===== src/mipsIsaPkg.sv =====
package mipsIsaPkg;

    typedef logic [5:0] opcodeField;
    typedef logic [4:0] regField;

    // I-type layout as used by the conditional branches
    typedef struct packed {
        opcodeField  opcode;
        regField     rs;
        regField     rt;
        logic [15:0] offset;
    } iFormat;

    // J-type layout as used by j and jal
    typedef struct packed {
        opcodeField  opcode;
        logic [25:0] index;
    } jFormat;

    // One instruction word, readable through either format
    typedef union packed {
        iFormat iView;
        jFormat jView;
    } instrWord;

    // --------------------
    // Opcodes of the branch and jump classes
    // --------------------

    // REGIMM carries bltz and bgez in the rt field
    localparam opcodeField opRegimm = 6'b000001;
    localparam opcodeField opJ      = 6'b000010;
    localparam opcodeField opJal    = 6'b000011;
    localparam opcodeField opBeq    = 6'b000100;
    localparam opcodeField opBne    = 6'b000101;
    localparam opcodeField opBlez   = 6'b000110;
    localparam opcodeField opBgtz   = 6'b000111;

endpackage

===== src/branchDecoder.sv =====
`timescale 1ns/1ps

module branchDecoder (
    input  mipsIsaPkg::instrWord instr,
    input  logic [31:0]          pc,
    output logic                 isBranch,
    output logic                 isJump,
    output logic [31:0]          target
);
    import mipsIsaPkg::*;

    logic [31:0] pcPlus4;
    logic [31:0] branchOffset;
    logic [31:0] branchTarget;
    logic [31:0] jumpTarget;
    logic        regimmBranch;
    logic        plainBranch;

    assign pcPlus4 = pc + 32'd4;

    // --------------------
    // Conditional branches
    // --------------------

    // bltz and bgez live under REGIMM with rt bits 4 to 2 clear
    assign regimmBranch = (instr.iView.opcode == opRegimm) && (instr.iView.rt[4:2] == 3'b000);

    assign plainBranch = instr.iView.opcode inside {opBeq, opBne, opBlez, opBgtz};

    assign isBranch = regimmBranch || plainBranch;

    // Word offset, sign extended and turned into a byte offset
    assign branchOffset = {{14{instr.iView.offset[15]}}, instr.iView.offset, 2'b00};
    assign branchTarget = pcPlus4 + branchOffset;

    // --------------------
    // Jumps
    // --------------------

    assign isJump = instr.jView.opcode inside {opJ, opJal};

    // The jump stays inside the 256 MB region of the delay slot
    assign jumpTarget = {pcPlus4[31:28], instr.jView.index, 2'b00};

    always_comb begin
        if (isBranch) begin
            target = branchTarget;
        end else if (isJump) begin
            target = jumpTarget;
        end else begin
            target = pcPlus4;
        end
    end

endmodule


===== config.mk =====
export PLATFORM = sky130hd
export DESIGN_NAME = branchDecoder
export DESIGN_NICKNAME = d
export VERILOG_FILES = /design/src/mipsIsaPkg.sv /design/src/branchDecoder.sv
export SDC_FILE = /design/constraint.sdc
export NUM_CORES = 1
export LEC_CHECK = 0
export BUFFER_PORTS_ARGS = -buffer_cell sky130_fd_sc_hd__buf_2
export CAP_MARGIN = 0
export CELL_PAD_IN_SITES_DETAIL_PLACEMENT = 0
export CELL_PAD_IN_SITES_GLOBAL_PLACEMENT = 2
export CORE_AREA = 5 5 103 105
export DETAILED_ROUTE_END_ITERATION = 7
export DIE_AREA = 0 0 108 110
export PLACE_DENSITY_LB_ADDON = 0.12
export REMOVE_ABC_BUFFERS = 1
export SYNTH_ARGS = -nofsm -noshare
export SYNTH_HDL_FRONTEND = slang
export SYNTH_SLANG_ARGS = --single-unit

===== constraint.sdc =====
create_clock -name vclk -period 7.09
set_input_delay 0 -clock vclk [all_inputs]
set_output_delay 0 -clock vclk [all_outputs]
set_load 0.02 [all_outputs]

==> results.md <==
* Setup TNS at 0 ps
* Synth top area share at 16.1%
* Routed Antenna Nets at 0
* Cell taking the most area after synthesis: ha_1
* Port bufs at 98
* Most common cell in the synthesized netlist: nand2_1
* Die X-Extent at 108 um
* Crit share post-route at 47.1%
* Post-CTS Hold Buffers at 0
* DR DRC count at 0
* Maximum clock rate at 300 MHz
* Non-Filler Instances at 633
* Switch share at 61.6%
* Vias in the first global route at 3422
* PnR Total Power at 0.280 mW
* Vias at 3472
* Routed wire length at 11.0 mm
* Final HPWL DP at 9.24 mm
* Hold_ws at 325 ps
* CP Launch Type: primary input
* Critical path class: primary input to primary output
* Placed Area at 3490 um2
* Wire length per cell at 17.4 um
* Synth Area per Inst at 6.95 um2
* DR WL met3 at 649 um
* DR pass1 iterations at 4
* Placed cells at 633
* Final instance area at 3490 um2
* Vias/cell at 5.48
* Die H at 110 um
* Routability congestion estimate from global placement at 0.852
* Wire length on met2 at 4.94 mm
* Final worst slack at 3750 ps
* Largest net degree at the start of global routing at 29
* CP Max Fanout at 7
* Max Cap Viol at 0
* Core area at 9550 um2
* Diode count at 0
* PD cells at 80.3 nW/um2
* Clock buffer count at 0
* Final Slew Violations at 0
* Share of cells above drive strength 1 at 23.8%
* CP Capture Type: primary output
* Site Rows at 36
* Register area share after synthesis at 0%
* First-pass GRT wire length at 17.1 mm
* Post-place setup slack at 3800 ps
* Die area at 11900 um2
* Sequential share of power at 0%
* Routed metal-1 wirelength at 5.39 mm
* Switching Power at 0.173 mW
* Total number of yosys warnings at 0
* Gr ovfl total at 0
* Post-CTS Setup Repair Bufs at 0
* RSZ-0062 raised after global routing: no
* Synth area leaders: ha_1, xnor2_1, xor2_1
* Final Util at 36.5%
* Post-layout minimum cycle time at 3340 ps
* Top routing layer in use: met4
* P&R area growth vs syn at 20.9%
* Initial antenna violation count at 0
* Syn Inst Count at 415
* # setup viols final at 0
* # nets final at 604
* Pleak at 1.52 nW
* FF/Latch Area at 0 um2
* Clock power share at 0%
* Worst hold-check path type: primary input to primary output
* Combinational power share at 100.0%
* Boundary Pins at 98
* Tightest Pin Transition at 997 ps
* Worst path required time at 7090 ps
* Resize count post-CTS at 0
* VDD IR-drop max at 0.0367 mV
* Slew headroom at 33.5%
* Cell Area, Synth at 2880 um2
* Seq_cells at 0
* Internal at 0.107 mW
* Overall routing resource usage at 17.7%
* Iteration-0 DRC Markers at 195
* Top post-synthesis cells by count: nand2_1, ha_1, o21ai_0, a21oi_1
* Yosys cell types at 62
* Starting density of the core at 30.2%
* Final Hold Vio Count at 0
* Worst path arrival time at 3340 ps
* Status: finished, final reports clean
[critical path, stage by stage]
cell	delay, ps
buf_2	130
and4_1	330
and3_4	250
nand3_1	120
nor2_1	180
nand3_1	110
xnor2_1	280
ha_1	330
nand2_1	170
o21ai_0	150
o31ai_1	330
a41oi_2	150
a311oi_2	370
xor2_1	100
o21ai_0	150
buf_2	190
[worst paths after layout]
path,from,end,slack (ps),cells past startpoint
max,pc[4],target[27],3750,16
min,pc[0],target[0],320,3
[cells in the final DEF (no fill, tap or decap), types with 9 or more instances in the layout]
master	n
buf_2	98
nand2_1	42
ha_1	37
o21ai_0	35
a21oi_1	33
nand3_1	27
xnor2_1	27
nor2_1	24
xor2_1	21
a22oi_1	20
nand4_1	14
nor3_1	9
inv_1	9
a21o_1	9
[layout make-up]
cell class / instances / area (um2)
Timing Repair Buffer: 100 / 505
Fill cell: 1109 / 6060
Multi-Input combinational cell: 390 / 2780
Inverter: 10 / 37.5
Tap cell: 133 / 166
[layer usage]
layer  GRT usage (%)  up-vias
met1            24.9     1609
li1                -     1770
met3            2.33        2
met2            30.6       91
met5               0        -
met4           0.361        0
[power groups by stage]
stage          Clock (mW)  Combinational [mW]  Sequential, mW
2_1_floorplan           0               0.188               0
3_3_place_gp            0               0.280               0
3_5_place_dp            0               0.278               0
4_1_cts                 0               0.279               0
5_1_grt                 0               0.309               0
6_report                0               0.280               0
[kinds of logic after synthesis]
group | share of synthesized area [%]
mux | 1.04
xor+xnor | 14.6
buf+inv | 3.82
fa+ha+maj | 16.8
compound gates | 36.1
simple gates | 27.7
Note: power is estimated with default switching activity, not from simulation.
