==> config.mk <==
export PLATFORM = sky130hd
export DESIGN_NAME = patternTable
export DESIGN_NICKNAME = d
export VERILOG_FILES = /design/src/predictorPkg.sv /design/src/patternTable.sv
export SDC_FILE = /design/constraint.sdc
export NUM_CORES = 1
export LEC_CHECK = 0
export ABC_AREA = 1
export BUFFER_PORTS_ARGS = -buffer_cell sky130_fd_sc_hd__buf_4
export CAP_MARGIN = 5
export CORE_MARGIN = 2
export CORE_UTILIZATION = 55
export DETAILED_ROUTE_END_ITERATION = 8
export PLACE_DENSITY_LB_ADDON = 0.12
export SLEW_MARGIN = 20
export SYNTH_ARGS = -nofsm -noshare
export SYNTH_HDL_FRONTEND = slang
export SYNTH_SLANG_ARGS = --single-unit
export TNS_END_PERCENT = 5
==> constraint.sdc <==
create_clock -name clk -period 3.84 [get_ports clk]
set_input_delay 0 -clock clk [delete_from_list [all_inputs] [get_ports clk]]
set_output_delay 0 -clock clk [all_outputs]
set_load 0.01 [all_outputs]
==> src/predictorPkg.sv <==
package predictorPkg;

    // Two-bit saturating counter
    // Bit 1 alone gives the predicted direction, so the encoding is Gray-like
    typedef enum logic [1:0] {
        strongNotTaken = 2'b00,
        weakNotTaken   = 2'b01,
        weakTaken      = 2'b11,
        strongTaken    = 2'b10
    } counterState;

    // Every counter starts out leaning towards taken
    localparam counterState counterResetState = weakTaken;

    // --------------------
    // Default table geometry
    // --------------------

    // History length per branch, which is also the pattern table index width
    localparam int defaultHistBits = 6;

    // History table index width, taken from pc bits 11 to 2
    localparam int defaultIndexBits = 10;

    // Number of update credits held by the memory stage after reset
    localparam int defaultQueueDepth = 4;

endpackage

==> src/patternTable.sv <==
`timescale 1ns/1ps

module patternTable #(
    parameter int HIST_BITS = 6
) (
    input  logic                     clk,
    input  logic                     rst,
    input  logic [HIST_BITS-1:0]     rdIndex,
    output predictorPkg::counterState rdCounter,
    input  logic [HIST_BITS-1:0]     cntIndex,
    input  logic                     cntEn,
    input  logic                     cntTaken
);
    import predictorPkg::*;

    localparam int entries = 2 ** HIST_BITS;

    counterState counters [entries];
    counterState current;
    counterState stepped;

    // Prediction port
    assign rdCounter = counters[rdIndex];

    // --------------------
    // Counter training
    // --------------------

    assign current = counters[cntIndex];

    // One step towards the resolved direction, held at either end
    always_comb begin
        stepped = current;
        unique case (current)
            strongNotTaken: begin
                stepped = cntTaken ? weakNotTaken : strongNotTaken;
            end
            weakNotTaken: begin
                stepped = cntTaken ? weakTaken : strongNotTaken;
            end
            weakTaken: begin
                stepped = cntTaken ? strongTaken : weakNotTaken;
            end
            strongTaken: begin
                stepped = cntTaken ? strongTaken : weakTaken;
            end
        endcase
    end

    // Counters only move on a real update, idle cycles leave them alone
    always_ff @(posedge clk) begin
        if (rst) begin
            for (int i = 0; i < entries; i++) begin
                counters[i] <= counterResetState;
            end
        end else if (cntEn) begin
            counters[cntIndex] <= stepped;
        end
    end

endmodule

==> summary.md <==
| Metric | Value |
|---|---|
| Die Wd | 127.0 um |
| Grt total ovfl | 0 |
| Root buffer cell | clkbuf_16 |
| Worst EP arrival | 2.61 ns |
| Antenna cells | 0 |
| Post-synth cell types | 22 |
| Initial DRC Count | 1056 |
| Gr usage total | 32.64% |
| Run status | finished, final reports clean |
| Placed Instances | 1276 |
| R2R setup slack | 1.40 ns |
| Post-CTS sizing | 0 |
| Cells after synthesis | 1146 |
| Crit Path Max Fanout | 25 |
| Critical Path Start | cntIndex[2] |
| Avg WL per Cell | 19.45 um |
| CP top delay family | simple AND/OR/NAND/NOR gates |
| Via density | 6.089 |
| Kind of end point of the critical path | flop |
| Die area | 16140 um2 |
| Switching pwr | 1.048 mW |
| Worst Path Buf+Inv | 3 |
| Hold Path Origin | cntIndex[4] |
| Post-route clock skew | 0.01119 ns |
| Synthesized cell area | 8325 um2 |
| Core Box Area | 14640 um2 |
| Hold Path Class | input port to flop |
| RSZ-0062 raised after global routing | no |
| Cell internal pwr | 2.843 mW |
| Routability cong. | 0.9554 |
| Post-Route WL | 25460 um |
| H-tree levels | 4 |
| CP startpoint kind | input port |
| Critical-path cell list | buf_4, inv_2, nor2_2, nand3_1, nand2_1, nor2_1, nor2_1, nor2_1, nand2_1, nor2_1, nand2_2, buf_4, nand3_1 |
| Die Y | 127.0 um |
| Latest clock arrival within the worst-skew pair | 0.43 ns |
| Clk buf depth | 2 |
| CTS tree | yes |
| CP Data Required Time | 4.00 ns |
| Crit path time final | 2.446 ns |
| Most common cell in the netlist | nand2_1 |
| Initial antenna violation count | 0 |
| Asr flop ratio synth | 0% |
| Sw Ratio | 26.94% |
| Hold Crit Depth | 5 |
| Most common cell on crit path | nor2_1 |
| Layout area overhead | 8.807% |
| Yosys reg bits | 128 |
| Largest net degree at the start of global routing | 94 |
| Post-synth EDFFs | 128 |
| Max Clk Rate | 0.4088 GHz |
| Syn_area_per_cell | 7.265 um2 |
| I/O Buffers | 17 |
| Hold Vio Cnt, Final | 0 |
| Number of remaining DRC errors | 0 |
| Global-route wire length before repair | 40010 um |
| Endpoint, Worst Hold | counters[38][0]$_SDFFCE_PN1P_ |
| Largest regs | counters (128) |
| Cell Count, Final, Fillers Out | 1309 |
| Synth area leaders | edfxtp_1, nand2_1, nand3_1, o21ai_0, nor2_1 |
| Worst R2R Start | counters[20][1]$_SDFFCE_PN1P_ |
| Vias in the first global route | 7262 |
| Via count | 7971 |
| Post-Route Utilization | 61.86% |
| Clock slew at reported path FFs | 0.06 ns |
| Synth area leader | edfxtp_1 |
| Hpwl dp | 15920 um |
| RR Endpoint | counters[27][1]$_SDFFCE_PN1P_ |
| Max_slew headroom | 27.68% |
| PwrDens | 429.5 nW/um2 |
| Register area share after synthesis | 46.17% |
| Drt pass-1 iters | 8 |
| Initial Utilization | 56.85% |
| Setup TNS | 0 ns |
| Worst vdd ir | 0.0003612 V |
| Power Total | 3.891 mW |
| Commonest cells post-synth | nand2_1, nand3_1, o21ai_0 |
| Final setup vio count | 0 |
| CP Class | input port to flop |
| Cts bufs inserted | 17 |
| Seq pwr share | 40.3% |
| Io pins | 18 |
| Primary FF master, synth | edfxtp_1 |
| Final period util | 63.70% |
| Logic pwr share | 14.1% |
| Detail Route Antenna Nets | 0 |
| Clock Power Share | 45.6% |
| Final Net Count | 1128 |
| Slowest cell on the critical path | nor2_2 |
| Final Max Tran Viols | 0 |
| Yosys Warn Count | 0 |
| Synthesized net count | 1162 |
| Top cell type's share of synthesized area | 46.17% |
| Least-Margin Pin Slew | 1.078 ns |
| Placement row count | 44 |
| Reg2Reg Depth | 13 |
| CP max stage delay | 0.55 ns |
| # Max-Cap Violations | 0 |
| Top reg by flops | counters |
| Static leakage | 3.552 nW |
| Sink Count | 128 |
| Max reg flops | 128 |
| Layout cell share with drive strength beyond 1 | 6.578% |
## worst register-to-register path, stage by stage, from the launching register on
cell and delay, ns:
edfxtp_1 0.40, nand2_1 0.08, nand2_1 0.07, nand2_1 0.06
nand2_1 0.08, nand2_1 0.09, nand2_1 0.06, nand2_1 0.07
nand2_1 0.06, nor2_1 0.16, nand2_1 0.12, nand2_2 0.48
buf_4 0.33, nand3_1 0.12
## metrics by stage
stage / setup slack (ns) / hold WS [ns] / instance area (um2)
after global routing: 1.220 / 0.2427 / 9059
after floorplan: 2.110 / 0.1350 / 8325
final: 1.394 / 0.2173 / 9059
after global placement: 1.085 / 0.3375 / 8407
after CTS: 1.458 / 0.1847 / 9059
after detailed placement: 1.058 / 0.3414 / 8407
## power by group through the flow
| stage | Combinational (mW) | Sequential (mW) | Clock, mW |
|---|---|---|---|
| detailed placement | 0.530 | 1.60 | 0 |
| floorplan | 0.375 | 1.59 | 0 |
| CTS | 0.534 | 1.57 | 1.77 |
| global route | 0.596 | 1.57 | 1.83 |
| finish | 0.548 | 1.57 | 1.77 |
| global placement | 0.528 | 1.60 | 0 |
## timing repair
item	in CTS	in global routing
hold buffers	1	0
endpoints found under the setup margin	0	0
setup buffers	0	0
hold endpoints to repair	4	0
## area by class of cell
cell class                      count  area (um2)
Fill cell                        1326        5585
Sequential cell                   128        3844
Multi-Input combinational cell    829        3656
Clock buffer                       17       425.4
Inverter                          103       386.6
Timing Repair Buffer               33       300.3
Tap cell                          184       230.2
Clock inverter                     15       216.5
## cells in the final DEF (no fill, tap or decap), types with 7 or more instances in the layout
cell type	Yosys	routed
buf_4	21	28
a21oi_1	34	34
nand2_1	299	299
o21ai_0	129	129
inv_1	96	96
nor2_1	127	127
edfxtp_1	128	128
nand3_1	205	205
clkbuf_16	0	17
o22ai_1	13	13
clkinv_1	4	7
## logic make-up after synthesis
group,share of synthesized area [%]
and+or+nand+nor,32.63
buffers and inverters,9.919
AOI/OAI and AO/OA,11.29
DFF,46.17
## worst max path at each step
stage	depth (start not counted)	to	slack [ns]
after floorplan	10	counters[44][1]$_SDFFCE_PN1P_	2.11
after global placement	16	counters[50][0]$_SDFFCE_PN1P_	1.09
after detailed placement	16	counters[27][1]$_SDFFCE_PN1P_	1.06
after CTS	13	counters[27][1]$_SDFFCE_PN1P_	1.46
after global routing	16	counters[53][0]$_SDFFCE_PN1P_	1.22
final	13	counters[27][1]$_SDFFCE_PN1P_	1.39
## routing by layer
layer,vias up,GRT usage [%],wire length [um]
met5,-,0,0
met4,0,12.93,765
met3,79,7.370,2852
met2,518,49.02,11340
met1,3621,46.40,10500
li1,3753,-,-
Note: power is estimated with default switching activity, not from simulation.
