[src/predictorPkg.sv]
package predictorPkg;

    // Two-bit saturating counter
    // Bit 1 alone gives the predicted direction, so the encoding is Gray-like
    typedef enum logic [1:0] {
        strongNotTaken = 2'b00,
        weakNotTaken   = 2'b01,
        weakTaken      = 2'b11,
        strongTaken    = 2'b10
    } counterState;

    // Every counter starts out leaning towards taken
    localparam counterState counterResetState = weakTaken;

    // --------------------
    // Default table geometry
    // --------------------

    // History length per branch, which is also the pattern table index width
    localparam int defaultHistBits = 6;

    // History table index width, taken from pc bits 11 to 2
    localparam int defaultIndexBits = 10;

    // Number of update credits held by the memory stage after reset
    localparam int defaultQueueDepth = 4;

endpackage

[src/predictCtrl.sv]
`timescale 1ns/1ps

module predictCtrl #(
    parameter int INDEX_BITS  = 10,
    parameter int QUEUE_DEPTH = 4
) (
    input  logic                      clk,
    input  logic                      rst,
    input  logic                      isBranch,
    input  predictorPkg::counterState predCounter,
    output logic                      predTake,
    input  logic                      updValid,
    input  logic [31:0]               updPc,
    input  logic                      updTaken,
    input  logic                      hold,
    output logic                      creditReturn,
    output logic                      wrEn,
    output logic [INDEX_BITS-1:0]     wrIndex,
    output logic                      wrTaken,
    output logic                      cntEn,
    output logic                      cntTaken
);

    localparam int ptrBits = (QUEUE_DEPTH > 1) ? $clog2(QUEUE_DEPTH) : 1;
    localparam int countBits = $clog2(QUEUE_DEPTH + 1);
    localparam logic [ptrBits-1:0] lastSlot = ptrBits'(QUEUE_DEPTH - 1);

    // Queue payload, one history index and one outcome per entry
    logic [INDEX_BITS-1:0] queueIndex [QUEUE_DEPTH];
    logic                  queueTaken [QUEUE_DEPTH];

    logic [ptrBits-1:0]   headPtr;
    logic [ptrBits-1:0]   tailPtr;
    logic [countBits-1:0] entryCount;
    logic                 push;
    logic                 pop;

    function automatic logic [ptrBits-1:0] nextSlot(input logic [ptrBits-1:0] slot);
        return (slot == lastSlot) ? '0 : slot + 1'b1;
    endfunction

    // --------------------
    // Decode side
    // --------------------

    // Bit 1 of the counter is the taken direction
    assign predTake = isBranch & predCounter[1];

    // --------------------
    // Update queue
    // --------------------

    // The sender only pushes while it holds a credit, so the queue has room
    assign push = updValid;

    // Oldest entry goes out whenever the pipeline is not stalled
    assign pop = (entryCount != '0) && !hold;

    always_ff @(posedge clk) begin
        if (push) begin
            queueIndex[tailPtr] <= updPc[INDEX_BITS+1:2];
            queueTaken[tailPtr] <= updTaken;
        end
    end

    always_ff @(posedge clk) begin
        if (rst) begin
            headPtr    <= '0;
            tailPtr    <= '0;
            entryCount <= '0;
        end else begin
            if (push) begin
                tailPtr <= nextSlot(tailPtr);
            end
            if (pop) begin
                headPtr <= nextSlot(headPtr);
            end
            case ({push, pop})
                2'b10:   entryCount <= entryCount + 1'b1;
                2'b01:   entryCount <= entryCount - 1'b1;
                default: entryCount <= entryCount;
            endcase
        end
    end

    // --------------------
    // Table writes
    // --------------------

    // Both tables and the credit return all follow the same pop
    assign wrEn         = pop;
    assign cntEn        = pop;
    assign creditReturn = pop;

    assign wrIndex  = queueIndex[headPtr];
    assign wrTaken  = queueTaken[headPtr];
    assign cntTaken = queueTaken[headPtr];

endmodule

[config.mk]
export PLATFORM = sky130hd
export DESIGN_NAME = predictCtrl
export DESIGN_NICKNAME = d
export VERILOG_FILES = /design/src/predictorPkg.sv /design/src/predictCtrl.sv
export SDC_FILE = /design/constraint.sdc
export NUM_CORES = 1
export LEC_CHECK = 0
export ABC_AREA = 0
export BUFFER_PORTS_ARGS = -buffer_cell sky130_fd_sc_hd__buf_2
export CAP_MARGIN = 10
export CORE_ASPECT_RATIO = 1.5
export CORE_MARGIN = 3
export CORE_UTILIZATION = 51
export CTS_CLUSTER_DIAMETER = 200
export DETAILED_ROUTE_END_ITERATION = 10
export HOLD_SLACK_MARGIN = 0.08
export PLACE_DENSITY = 0.89
export SYNTH_ARGS = -nofsm -noshare
export SYNTH_HDL_FRONTEND = slang
export SYNTH_SLANG_ARGS = --single-unit
[constraint.sdc]
create_clock -name clk -period 2.1 [get_ports clk]
set_input_delay 0.42 -clock clk [delete_from_list [all_inputs] [get_ports clk]]
set_output_delay 0.42 -clock clk [all_outputs]
set_load 0.02 [all_outputs]
==> reports/metrics.yaml <==
synth:
  yosysUniqueCellTypes: 20
  synth_edf_count: 44
  synth_nets: 156
  synth_area_um2: 2070
  seq_area_frac_synth_pct: 72.7
  synth.largest_area_cell: "edfxtp_1"
  synth.area.top_cells: "edfxtp_1, mux4_2, dfxtp_1"
  ys.flop_type: "edfxtp_1"
  postSynthCellCount: 109
  postSynthAreaPerCell_um2: 19.0
  ys_seq_elements: 53
  yosys.cell_count.top_type: "edfxtp_1"
  ys_warn_count: 0
  netlist_top_cells_count: "edfxtp_1, mux4_2, dfxtp_1"
  async_flop_share_pct: 0
  netlist.area_leader.share_pct: 64.0
global_routing:
  grt_pass1_vias: 1158
  grt_pass1_wl_um: 5320
  grt_max_degree: 16
  antenna_found_initial: 0
  overflow: 0
  grtUsageTotal_pct: 14.9
drt:
  first_iter_violations: 25
  ant_nets: 0
  num_vias: 1008
  viasPerCell: 5.33
  wl_per_cell_um: 16.4
  dr.pass1.iters: 4
  routed_wl_um: 3110
  drc: 0
critical_path:
  end_kind: "output port"
  crit_required_ps: 1680
  critical_path_arrival_ps: 1560
  cp-start-kind: "flip-flop"
  path_class: "flip-flop to output port"
  crit_path_max_fanout: 11
placed_design:
  portBuffers: 32
  dp_hpwl_um: 2300
  place_congestion: 0.697
  dp_cells: 181
power_and_ir_drop:
  p_seq_share_pct: 50.9
  p_comb_share_pct: 26.8
  max-vdd-ir-drop_mv: 0.851
  static-leakage-power_nw: 0.849
  p_sw_mw: 0.726
  internal-power_mw: 1.78
  p_clk_share_pct: 22.3
  cellPowerDensity_nw_per_um2: 1060
  p_sw_share_pct: 29.0
cts:
  htree_levels: 2
  ctsHoldBuffers: 0
  clkSinkCount: 53
  cts_tree: "done"
  cts_buffers: 5
  path_clk_slew_ps: 80
  cts-root-buf: "clkbuf_8"
  insertion_delay_ps: 300
  clockBufferDepth: 2
timing:
  setup_viol: 0
  fin_crit_ps: 1980
  tightest_slew_ps: 550
  slew_headroom_pct: 63.4
  rsz0062_at_grt: "no"
  finalHoldViolations: 0
  fin_crit_sh_pct: 94.1
  finalMaxSlewViolations: 0
  fmax_mhz: 506
  finalClockSkew_ps: 3.79
  tns_ps: 0
die:
  die_x_um: 58.0
  ios: 56
  die_area_um2: 4870
  start_util_pct: 54.6
  row_count: 27
  core_area_um2: 3780
  die_h_um: 83.9
layout:
  fillers: 286
  drive_gt1_share_pct: 37.0
  nets: 192
  diodes: 0
  final_cell_count_no_fill: 189
  syn2layout_area_growth_pct: 13.9
status:
  status: "complete, no violations"
job:
  drv_cap: 0
worst_hold_path:
  hold_path.class: "input port to flip-flop"
-- routing by layer --
layer / global-route usage (%) / share of wire (%)
met2: 26.4 / 58
met5: 0 / 0
met4: 5.49 / 1.4
met1: 15.3 / 35
met3: 5.73 / 6.4
-- placed cells by master (no fill, tap or decap), types with 2 or more instances in the layout --
master,count
edfxtp_1,44
buf_2,32
mux4_2,11
dfxtp_1,9
inv_1,6
clkbuf_8,6
and2_1,5
nor2_1,5
ha_1,5
a21oi_1,4
xor2_1,2
o21ai_0,2
nand2b_1,2
mux2i_1,2
buf_4,2
-- kinds of logic (layout without fill, tap and decap cells) --
kind of cell / count (synthesis) / after routing / share of synthesized area (%)
adders and majority gates: 7 / 7 / 4.60
buffers and inverters: 11 / 48 / 2.97
AOI/OAI and AO/OA: 6 / 6 / 1.45
DFF: 53 / 53 / 72.7
muxes: 13 / 13 / 13.0
xor gates and xnor gates: 2 / 2 / 0.848
and+or+nand+nor: 17 / 17 / 4.48
-- through the flow --
stage | setup WS (ps) | power [mW] | hold WS, ps | util [%] | area, µm²
2_1_floorplan | 82.5 | 1.81 | 452 | - | 2070
3_3_place_gp | 185 | 1.93 | 467 | 59.7 | 2260
3_5_place_dp | 74.7 | 1.98 | 513 | 59.7 | 2260
4_1_cts | 83.4 | 2.53 | 314 | 62.1 | 2350
5_1_grt | 11.4 | 2.66 | 308 | 62.2 | 2350
6_report | 124 | 2.50 | 329 | 62.2 | 2350
-- path summary, 6_finish.rpt --
kind | end | startpoint | depth (start not counted) | slack, ps
setup reg to reg | entryCount[2]$_SDFFE_PP0P_ | entryCount[0]$_SDFFE_PP0P_ | 8 | 170
hold / removal | queueIndex[2][7]$_DFFE_PP_ | updPc[9] | 1 | 330
hold reg to reg | headPtr[1]$_SDFFE_PP0N_ | headPtr[1]$_SDFFE_PP0N_ | 2 | 520
setup / recovery | wrIndex[8] | flip-flop | 3 | 120
-- timing repair --
action	in CTS	in global routing
endpoints found under the setup margin	0	1
gates resized for setup	0	1
hold endpoints to repair	0	0
setup buffers	0	0
-- final cells by class --
type | count | area [µm²] | share of cell area, %
clock inverters | 2 | 8.76 | 0.372
flip-flops and latches | 53 | 1500 | 63.8
multi-input cells | 45 | 508 | 21.6
well taps | 43 | 53.8 | 2.29
inverters | 6 | 22.5 | 0.957
clock buffers | 6 | 82.6 | 3.51
repair buffers | 34 | 175 | 7.45
-- state kept, by name, indices dropped and copies added, names as in the netlist, named ones only --
signal	cells
entryCount	3
headPtr	2
queueTaken	4
queueIndex	40
tailPtr	2
-- worst max-delay path, stage by stage (launching register included) --
cell and delay (ps):
dfxtp_1 310, buf_4 230, mux4_2 530, buf_2 180
-- power by group through the flow --
| stage | clock, mW | sequential (mW) | combinational [mW] |
|---|---|---|---|
| global route | 0.634 | 1.28 | 0.741 |
| floorplan | 0 | 1.28 | 0.529 |
| CTS | 0.576 | 1.28 | 0.681 |
| detailed placement | 0 | 1.30 | 0.680 |
| global placement | 0 | 1.29 | 0.647 |
| finish | 0.558 | 1.27 | 0.672 |
Note: power is estimated with default switching activity, not from simulation.
